`config.mk`:
```
export PLATFORM = sky130hd
export DESIGN_NAME = vstore_unit
export DESIGN_NICKNAME = d
export VERILOG_FILES = /design/src/logic/vstore_pkg.sv /design/src/logic/vstore_req_gen.sv /design/src/logic/vstore_seq.sv /design/src/logic/vstore_unit.sv
export SDC_FILE = /design/constraint.sdc
export NUM_CORES = 2
export LEC_CHECK = 0
export BUFFER_PORTS_ARGS = -buffer_cell sky130_fd_sc_hd__buf_2
export CAP_MARGIN = 30
export CELL_PAD_IN_SITES_DETAIL_PLACEMENT = 2
export CELL_PAD_IN_SITES_GLOBAL_PLACEMENT = 2
export CORE_UTILIZATION = 34
export CTS_CLUSTER_DIAMETER = 120
export DETAILED_ROUTE_END_ITERATION = 8
export PLACE_DENSITY_LB_ADDON = 0.1
export RECOVER_POWER = 25
export SLEW_MARGIN = 20
export SYNTH_ARGS = -nofsm -noshare
export SYNTH_HDL_FRONTEND = slang
export SYNTH_SLANG_ARGS = --single-unit
```
`constraint.sdc`:
```
create_clock -name clk -period 6.25 [get_ports clk]
set_clock_uncertainty 0.1 [all_clocks]
set_input_delay 0.625 -clock clk [delete_from_list [all_inputs] [get_ports clk]]
set_output_delay 0.625 -clock clk [all_outputs]
set_load 0.01 [all_outputs]
```
`src/logic/vstore_pkg.sv`:
```
//==========================================================================
// Vector store engine shared definitions
// Widths, element and register types, modes, FSM states, instruction format
//==========================================================================
package vstore_pkg;

    //======================================================================
    // Widths
    //======================================================================
    localparam int ADDR_W    = 32;                  // Byte address
    localparam int DATA_W    = 32;                  // One element
    localparam int NUM_VREGS = 32;                  // Architectural vector registers
    localparam int MAX_VL_W  = 9;                   // Up to 32 regs x 8 lanes
    localparam int MAX_LANES = 8;                   // Widest lane configuration
    localparam int LANE_W    = $clog2(MAX_LANES);   // Lane pointer width

    //======================================================================
    // Plain vector types
    //======================================================================
    typedef logic [ADDR_W-1:0]             addr_t;  // Byte address
    typedef logic [DATA_W-1:0]             data_t;  // Store element
    typedef logic [$clog2(NUM_VREGS)-1:0]  vreg_t;  // Register number
    typedef logic [MAX_VL_W-1:0]           vl_t;    // Length in elements
    typedef logic [LANE_W-1:0]             lane_t;  // Lane inside one register

    // Addressing mode of a store
    typedef enum logic [1:0] {
        MEM_UNIT_STRIDED = 2'd0,  // Consecutive words
        MEM_INDEXED      = 2'd1,  // Base plus per-element offset
        MEM_STRIDED      = 2'd2   // Base plus i times stride
    } mem_op_e;

    // Sequencer FSM
    typedef enum logic [1:0] {
        SEQ_IDLE      = 2'd0,  // Waiting for an instruction
        SEQ_ISSUE     = 2'd1,  // Issuing element requests of one pass
        SEQ_NEXT_PASS = 2'd2   // Unlock and step to the next register
    } seq_state_e;

    // Store instruction as handed over by the issue stage
    typedef struct packed {
        mem_op_e mem_op;     // Addressing mode
        addr_t   base_addr;  // First byte address
        addr_t   stride;     // Byte stride, strided mode only
        vl_t     vl;         // Element count, never zero
        vreg_t   data_vreg;  // First register holding store data
        vreg_t   idx_vreg;   // First register holding index offsets
    } vstore_instr_t;

    // Current element position, sequencer to request generator
    typedef struct packed {
        lane_t lane;       // Lane pointer in the current pass
        vreg_t data_vreg;  // Data register of this pass
        vreg_t idx_vreg;   // Index register of this pass
    } elem_pos_t;

endpackage

```
`src/logic/vstore_req_gen.sv`:
```
//==========================================================================
// Vector store request generator
// Builds element address and data, tracks the touched address range
//==========================================================================
`timescale 1ns/1ps

module vstore_req_gen import vstore_pkg::*; #(
    parameter int VLANES = 8
) (
    input  logic                     clk,
    input  logic                     rst_n,
    // Control from the sequencer
    input  logic                     accept_i,   // Capture instruction fields
    input  logic                     advance_i,  // Step to the next element
    input  vstore_instr_t            instr_i,
    input  elem_pos_t                pos_i,
    // Register file read data, lane packed
    input  logic [VLANES*DATA_W-1:0] rd_data_i,
    input  logic [VLANES*DATA_W-1:0] rd_idx_i,
    // Request payload
    output addr_t                    req_addr_o,
    output data_t                    req_data_o,
    // Address range for hazard checks
    output addr_t                    start_addr_o,
    output addr_t                    end_addr_o
);

    //======================================================================
    // Captured instruction state
    //======================================================================
    mem_op_e mode_r;
    addr_t   base_r;
    addr_t   stride_r;
    addr_t   addr_r;      // Running address, strided modes
    addr_t   start_r;
    addr_t   end_r;

    addr_t   step;        // Address increment per element
    addr_t   offset;      // Index lane at the pointer
    addr_t   vl_m1;       // vl - 1 widened to an address
    addr_t   end_nxt;

    // Lane select at the element pointer
    assign offset     = addr_t'(rd_idx_i[pos_i.lane*DATA_W +: DATA_W]);
    assign req_data_o = rd_data_i[pos_i.lane*DATA_W +: DATA_W];

    // Indexed uses the live offset, the others the running address
    assign req_addr_o = (mode_r == MEM_INDEXED) ? base_r + offset : addr_r;

    always_comb begin
        case (mode_r)
            MEM_UNIT_STRIDED: step = addr_t'(4);  // One word
            MEM_STRIDED:      step = stride_r;
            default:          step = '0;          // Indexed has no running address
        endcase
    end

    // Payload registers
    always_ff @(posedge clk) begin
        if (accept_i) begin
            base_r   <= instr_i.base_addr;
            stride_r <= instr_i.stride;
            addr_r   <= instr_i.base_addr;
        end else if (advance_i) begin
            addr_r <= addr_r + step;  // Held under back-pressure
        end
    end

    always_ff @(posedge clk or negedge rst_n) begin
        if (!rst_n) begin
            mode_r <= MEM_UNIT_STRIDED;
        end else if (accept_i) begin
            mode_r <= instr_i.mem_op;
        end
    end

    //======================================================================
    // Address range
    //======================================================================
    assign vl_m1 = addr_t'(instr_i.vl - vl_t'(1));

    always_comb begin
        case (instr_i.mem_op)
            MEM_UNIT_STRIDED: end_nxt = instr_i.base_addr + (vl_m1 << 2);
            MEM_STRIDED:      end_nxt = instr_i.base_addr + vl_m1 * instr_i.stride;
            default:          end_nxt = instr_i.base_addr;  // Offsets unknown upfront
        endcase
    end

    // Range holds until the next instruction is taken
    always_ff @(posedge clk or negedge rst_n) begin
        if (!rst_n) begin
            start_r <= '0;
            end_r   <= '1;  // Widest range out of reset
        end else if (accept_i) begin
            start_r <= instr_i.base_addr;
            end_r   <= end_nxt;
        end
    end

    assign start_addr_o = start_r;
    assign end_addr_o   = end_r;

endmodule

```
`src/logic/vstore_seq.sv`:
```
//==========================================================================
// Vector store sequencer
// Walks elements lane by lane and register by register, owns the handshakes
//==========================================================================
`timescale 1ns/1ps

module vstore_seq import vstore_pkg::*; #(
    parameter int VLANES = 8
) (
    input  logic          clk,
    input  logic          rst_n,
    // Instruction handshake
    input  logic          instr_valid_i,
    input  vstore_instr_t instr_i,
    output logic          instr_ready_o,
    // Memory request handshake
    input  logic          req_ready_i,
    output logic          req_valid_o,
    // Towards the request generator
    output logic          accept_o,       // Instruction taken this cycle
    output logic          advance_o,      // Request completed this cycle
    output elem_pos_t     pos_o,
    // Hazard sync
    output logic          unlock_valid_o,
    output vreg_t         unlock_vreg_o,
    output logic          busy_o
);

    localparam int CNT_W = MAX_VL_W + 1;  // Headroom for pass end counts

    //======================================================================
    // State
    //======================================================================
    seq_state_e         state_r;
    seq_state_e         state_nxt;
    logic [VLANES-1:0]  pending_r;     // Elements still to send in this pass
    lane_t              ptr_r;         // Lane of the element on the bus
    vl_t                pass_cnt_r;    // Passes finished so far
    vl_t                vl_r;          // Length of the running instruction
    vreg_t              data_vreg_r;
    vreg_t              idx_vreg_r;

    logic [VLANES-1:0]  lane_oh;
    logic [VLANES-1:0]  pend_clr;
    logic [CNT_W-1:0]   done_cnt;      // Elements covered up to this pass
    logic [CNT_W-1:0]   remain_cnt;    // Elements for later passes
    logic               last_pass;
    logic               pass_done;
    logic               finish;

    // Pending mask for a pass of min(n, VLANES) elements
    function automatic logic [VLANES-1:0] pass_mask(input logic [CNT_W-1:0] n);
        logic [VLANES-1:0] mask;
        if (n >= CNT_W'(VLANES)) begin
            mask = '1;
        end else begin
            mask = ~({VLANES{1'b1}} << n);
        end
        return mask;
    endfunction

    //======================================================================
    // Pass bookkeeping
    //======================================================================
    assign done_cnt   = (CNT_W'(pass_cnt_r) + CNT_W'(1)) * CNT_W'(VLANES);
    assign remain_cnt = CNT_W'(vl_r) - done_cnt;  // Only read when more passes follow
    assign last_pass  = (done_cnt >= CNT_W'(vl_r));

    assign lane_oh   = {{(VLANES-1){1'b0}}, 1'b1} << ptr_r;
    assign pend_clr  = pending_r & ~lane_oh;       // Mask once this lane is sent
    assign pass_done = (pend_clr == '0);           // Current lane is the last one
    assign finish    = advance_o & pass_done & last_pass;

    //======================================================================
    // Handshakes and sync outputs
    //======================================================================
    assign req_valid_o   = (state_r == SEQ_ISSUE);
    assign advance_o     = req_valid_o & req_ready_i;
    assign instr_ready_o = (state_r == SEQ_IDLE) | finish;  // Allows back to back
    assign accept_o      = instr_valid_i & instr_ready_o;

    assign unlock_valid_o = (state_r == SEQ_NEXT_PASS) | finish;
    assign unlock_vreg_o  = data_vreg_r;  // Still the register just drained
    assign busy_o         = (state_r != SEQ_IDLE);

    assign pos_o.lane      = ptr_r;
    assign pos_o.data_vreg = data_vreg_r;
    assign pos_o.idx_vreg  = idx_vreg_r;

    // Next state
    always_comb begin
        state_nxt = state_r;
        case (state_r)
            SEQ_IDLE: begin
                if (accept_o) state_nxt = SEQ_ISSUE;
            end
            SEQ_ISSUE: begin
                if (advance_o && pass_done) begin
                    if (!last_pass) begin
                        state_nxt = SEQ_NEXT_PASS;  // More registers to go
                    end else if (accept_o) begin
                        state_nxt = SEQ_ISSUE;      // Next instruction right away
                    end else begin
                        state_nxt = SEQ_IDLE;
                    end
                end
            end
            SEQ_NEXT_PASS: state_nxt = SEQ_ISSUE;   // Single bubble cycle
            default:       state_nxt = SEQ_IDLE;
        endcase
    end

    //======================================================================
    // Registers
    //======================================================================
    always_ff @(posedge clk or negedge rst_n) begin
        if (!rst_n) begin
            state_r     <= SEQ_IDLE;
            pending_r   <= '0;
            ptr_r       <= '0;
            pass_cnt_r  <= '0;
            vl_r        <= '0;
            data_vreg_r <= '0;
            idx_vreg_r  <= '0;
        end else begin
            state_r <= state_nxt;
            if (accept_o) begin
                // First pass of a new instruction
                pending_r   <= pass_mask(CNT_W'(instr_i.vl));
                ptr_r       <= '0;
                pass_cnt_r  <= '0;
                vl_r        <= instr_i.vl;
                data_vreg_r <= instr_i.data_vreg;
                idx_vreg_r  <= instr_i.idx_vreg;
            end else if (state_r == SEQ_NEXT_PASS) begin
                pending_r   <= pass_mask(remain_cnt);  // Reload for next register
                ptr_r       <= '0;
                pass_cnt_r  <= pass_cnt_r + vl_t'(1);
                data_vreg_r <= data_vreg_r + vreg_t'(1);
                idx_vreg_r  <= idx_vreg_r + vreg_t'(1);
            end else if (advance_o) begin
                pending_r <= pend_clr;
                ptr_r     <= ptr_r + lane_t'(1);
            end
        end
    end

endmodule

```
`src/logic/vstore_unit.sv`:
```
//==========================================================================
// Vector store engine top level
// Sequencer plus request generator, one 32-bit element per request
//==========================================================================
`timescale 1ns/1ps

module vstore_unit import vstore_pkg::*; #(
    parameter int VLANES = 8  // Lanes per vector register
) (
    input  logic                     clk,
    input  logic                     rst_n,
    // Instruction handshake
    input  logic                     instr_valid_i,
    input  vstore_instr_t            instr_i,
    output logic                     instr_ready_o,
    // Register file, read data returns in the same cycle
    output vreg_t                    rd_data_vreg_o,
    output vreg_t                    rd_idx_vreg_o,
    input  logic [VLANES*DATA_W-1:0] rd_data_i,
    input  logic [VLANES*DATA_W-1:0] rd_idx_i,
    // Memory request handshake
    output logic                     req_valid_o,
    input  logic                     req_ready_i,
    output addr_t                    req_addr_o,
    output data_t                    req_data_o,
    // Hazard sync
    output logic                     unlock_valid_o,
    output vreg_t                    unlock_vreg_o,
    output logic                     busy_o,
    output addr_t                    start_addr_o,
    output addr_t                    end_addr_o
);

    //======================================================================
    // Internal wiring
    //======================================================================
    logic      accept;   // Instruction taken
    logic      advance;  // Request completed
    elem_pos_t pos;      // Lane pointer and register numbers

    // Register numbers of the current pass drive the read ports
    assign rd_data_vreg_o = pos.data_vreg;
    assign rd_idx_vreg_o  = pos.idx_vreg;

    vstore_seq #(
        .VLANES         (VLANES)
    ) vstore_seq_i (
        .clk            (clk),
        .rst_n          (rst_n),
        .instr_valid_i  (instr_valid_i),
        .instr_i        (instr_i),
        .instr_ready_o  (instr_ready_o),
        .req_ready_i    (req_ready_i),
        .req_valid_o    (req_valid_o),
        .accept_o       (accept),
        .advance_o      (advance),
        .pos_o          (pos),
        .unlock_valid_o (unlock_valid_o),
        .unlock_vreg_o  (unlock_vreg_o),
        .busy_o         (busy_o)
    );

    // Address and data path
    vstore_req_gen #(
        .VLANES       (VLANES)
    ) vstore_req_gen_i (
        .clk          (clk),
        .rst_n        (rst_n),
        .accept_i     (accept),
        .advance_i    (advance),
        .instr_i      (instr_i),
        .pos_i        (pos),
        .rd_data_i    (rd_data_i),
        .rd_idx_i     (rd_idx_i),
        .req_addr_o   (req_addr_o),
        .req_data_o   (req_data_o),
        .start_addr_o (start_addr_o),
        .end_addr_o   (end_addr_o)
    );

endmodule

```
==> impl_metrics.py <==
metrics = {
    "sta": {
        "finalHoldViolations": 0,
        "tns_ns": -33.01,
        "period_share_pct": 131.6,
        "maxSlewViolCount": 43,
        "maxSlewHeadroom_pct": -106.5,
        "setup_ws_ns": -1.974,
        "finalCriticalPeriod_ns": 8.224,
        "rsz0062_at_grt": "yes",
        "setup_violations": 23,
        "max_freq_mhz": 121.6,
        "worstMarginPinSlew_ns": 3.097,
    },
    "setup_path": {
        "crit_top_cell": "fa_1",
        "r2r_slack_ns": 1.09,
        "critPathArrivalTime_ns": 8.65,
        "critical-path-max-stage-delay_ns": 0.61,
        "critPathSlowestCell": "fa_1",
        "crit_required_ns": 6.67,
        "r2r_cells": 15,
        "critPathMaxFanout": 8,
        "endpoint_kind": "flip-flop",
        "crit_path_start_kind": "input port",
        "crit_type": "in2reg",
    },
    "drt": {
        "drtIter0Drc": 2195,
        "vias": 30430,
        "routed_wl_mm": 174.3,
        "antenna_left": 0,
        "wl_per_cell_um": 31.95,
        "firstDrtPassIters": 6,
        "vias_per_cell": 5.577,
        "drc": 0,
    },
    "clock_network": {
        "htreeDepth": 1,
        "numCtsBuffers": 27,
        "clk_latency_ns": 0.61,
        "clk_path_buf_depth": 3,
        "root_buffer": "clkbuf_16",
        "cts_sinks": 201,
        "path_clk_slew_ns": 0.06,
        "cts_tree": "built",
    },
    "grt": {
        "grt_pass1_vias": 32710,
        "antenna_found_initial": 74,
        "overflow": 0,
        "grt_max_degree": 70,
        "grt_pass1_wl_mm": 241.0,
        "grtUsageTotal_pct": 37.30,
    },
    "cells_and_area": {
        "most-common-layout-cells": "717 x buf_2, 558 x nand2_1, 447 x inv_1",
        "final_common_cell": "buf_2",
        "drive_above_1_share_pct": 33.24,
        "design_area_mm2": 0.03979,
        "fillCellCount": 9875,
        "syn2layout_area_growth_pct": 29.82,
        "fin_nets": 5437,
    },
    "synthesis": {
        "ys_seq_elements": 201,
        "ys.flop_type": "edfxtp_1",
        "synth_top_family_by_area": "adder cells",
        "syn_area_per_cell_um2": 9.361,
        "yosysSeqAreaShare_pct": 18.11,
        "synth_top_area_share_pct": 22.93,
        "yosysTopAreaCell": "fa_1",
        "synth-compound-area-share_pct": 10.66,
        "synthCells": 3274,
        "synth_area_leaders": "fa_1 23%, ha_1 9.9%, edfxtp_1 9.4%, mux4_2 9.4%, nand2_1 6.9%",
        "synthDistinctLibCells": 85,
        "synth_edf_count": 96,
        "synth_mux_area_share_pct": 9.884,
        "synth_xor_area_share_pct": 5.156,
        "synthArstFlopShare_pct": 52.24,
        "netlist_area_mm2": 0.03065,
        "synthesis.nets": 4469,
        "synthSimpleGateAreaFrac_pct": 15.26,
        "synthAdderAreaFrac_pct": 32.85,
        "ys_warn_count": 0,
    },
    "die": {
        "ios": 748,
        "rows": 109,
        "die_h_um": 302.2,
        "initial_core_util_pct": 34.52,
        "fp.dieArea_mm2": 0.09134,
        "die_w_um": 302.2,
        "core_region_area_mm2": 0.08878,
    },
    "power_and_ir_drop": {
        "ir_drop_mv": 0.6732,
        "switchingPower_mw": 14.11,
        "internal_power_mw": 13.37,
        "switching_share_pct": 51.34,
        "leakagePower_nw": 19.43,
        "p_clk_share_pct": 6.0,
        "power.share.sequential_pct": 7.5,
        "combPwrFrac_pct": 86.5,
        "power_density_mw_per_mm2": 690.6,
    },
    "min_path": {
        "holdPathStages": 3,
        "hp-class": "in2reg",
    },
    "outcome": {
        "outcome": "finished with violations",
        "violations": "capacitance limit, slew limit, setup timing",
    },
    "job": {
        "maxCapViolations": 1,
    },
    "placed_design": {
        "place_congestion": 0.9868,
        "placed_area_mm2": 0.03787,
        "port_buffers": 747,
        "hpwl_mm": 146.5,
    },
}
## metal layers
layer	track usage [%]	vias to the layer above	wire length, um
li1	-	12810	-
met1	50.87	15990	73270
met2	57.44	1316	77430
met3	9.833	282	17190
met4	11.98	36	6207
met5	0	-	230
## cells by family (layout without fill, tap and decap cells)
group	Yosys count	after routing
and+or+nand+nor	1004	1004
buffers and inverters	637	1626
adders and majority gates	594	594
AOI/OAI and AO/OA	518	518
DFF	201	201
xor gates and xnor gates	178	178
muxes	142	142
other	0	29
## power by group through the flow
| stage | clock [mW] | sequential, mW | combinational (mW) |
|---|---|---|---|
| finish | 1.64 | 2.07 | 23.8 |
| floorplan | 0 | 1.87 | 11.8 |
| CTS | 1.67 | 2.08 | 22.2 |
| global placement | 0 | 2.10 | 19.5 |
| detailed placement | 0 | 2.10 | 20.4 |
| global route | 1.71 | 2.08 | 25.5 |
## sequential cells by signal, summed over array words and instances (netlist names), 7 cells and up
| register | count |
|---|---|
| vstore_req_gen_i.addr_r | 32 |
| vstore_req_gen_i.base_r | 32 |
| vstore_req_gen_i.end_addr_o | 32 |
| vstore_req_gen_i.start_addr_o | 32 |
| vstore_req_gen_i.stride_r | 32 |
| vstore_seq_i.vl_r | 9 |
| vstore_seq_i.pending_r | 8 |
| vstore_seq_i.pass_cnt_r | 7 |
## through the flow
| step | worst slack, ns | power [mW] | utilization (%) | hold slack (ns) | cells |
|---|---|---|---|---|---|
| 6_report | -1.974 | 27.48 | 44.81 | 0.1219 | 5457 |
| 5_1_grt | -2.173 | 29.29 | 44.77 | 0.1475 | 5442 |
| 4_1_cts | -1.778 | 25.96 | 44.53 | 0.1079 | 5417 |
| 3_5_place_dp | -2.831 | 22.46 | 42.66 | 0.3610 | 5338 |
| 3_3_place_gp | -2.520 | 21.59 | 42.65 | 0.3569 | 5337 |
| 2_1_floorplan | -2.534 | 13.67 | - | 0.2294 | 3274 |
## worst paths after layout
kind	startpoint	to
max	instr_i[16]	vstore_req_gen_i.end_addr_o[30]
min	instr_i[9]	vstore_seq_i.unlock_vreg_o[4]
max reg2reg	vstore_seq_i.ptr_r[0]	vstore_seq_i.pending_r[5]
min reg2reg	vstore_req_gen_i.start_addr_o[7]	vstore_req_gen_i.start_addr_o[7]
max in group asynchronous	rst_n	vstore_req_gen_i.end_addr_o[17]
min in group asynchronous	rst_n	vstore_req_gen_i.start_addr_o[2]
## what timing repair did
item,4_1_cts,5_1_grt
setup endpoints to repair,24,28
gates resized for setup,130,57
hold buffers,1,0
hold endpoints to repair,16,0
pin swaps,91,51
setup buffers,28,14
## critical path, delay by kind of cell
kind                     cells  cell delay (ns)
adder cells (fa/ha/maj)      9             4.48
AND/OR/NAND/NOR              6             1.38
AO/OA/AOI/OAI                5             1.21
buffers and inverters        9             0.81
XOR/XNOR                     1             0.13
## final cells by class
class / count / area, um2 / area share (%)
Multi-Input combinational cell: 2436 / 23480 / 59.02
Timing Repair Buffer: 1096 / 6513 / 16.37
Sequential cell: 201 / 5559 / 13.97
Inverter: 480 / 1819 / 4.573
Tap cell: 1165 / 1458 / 3.664
Clock buffer: 43 / 795.8 / 2.000
Clock inverter: 7 / 87.58 / 0.2201
Antenna cell: 29 / 72.57 / 0.1824
## synth_stat cells, types with 20 or more instances
cell type and number:
ha_1 243, fa_1 351, edfxtp_1 96, dfrtp_1 73
nand2_1 564, nor3_1 25, inv_1 477, a31oi_1 23
clkbuf_1 101, nand3_1 22, a21o_1 52, and2_1 136
xor2_1 66, a21oi_1 127, and3_1 20, o21ai_0 151
buf_1 25, dfstp_2 32, xnor2_1 110, nor2b_1 58
mux4_2 128, nor2_1 88, a211oi_1 20, nand2b_1 22
Note: power is estimated with default switching activity, not from simulation.
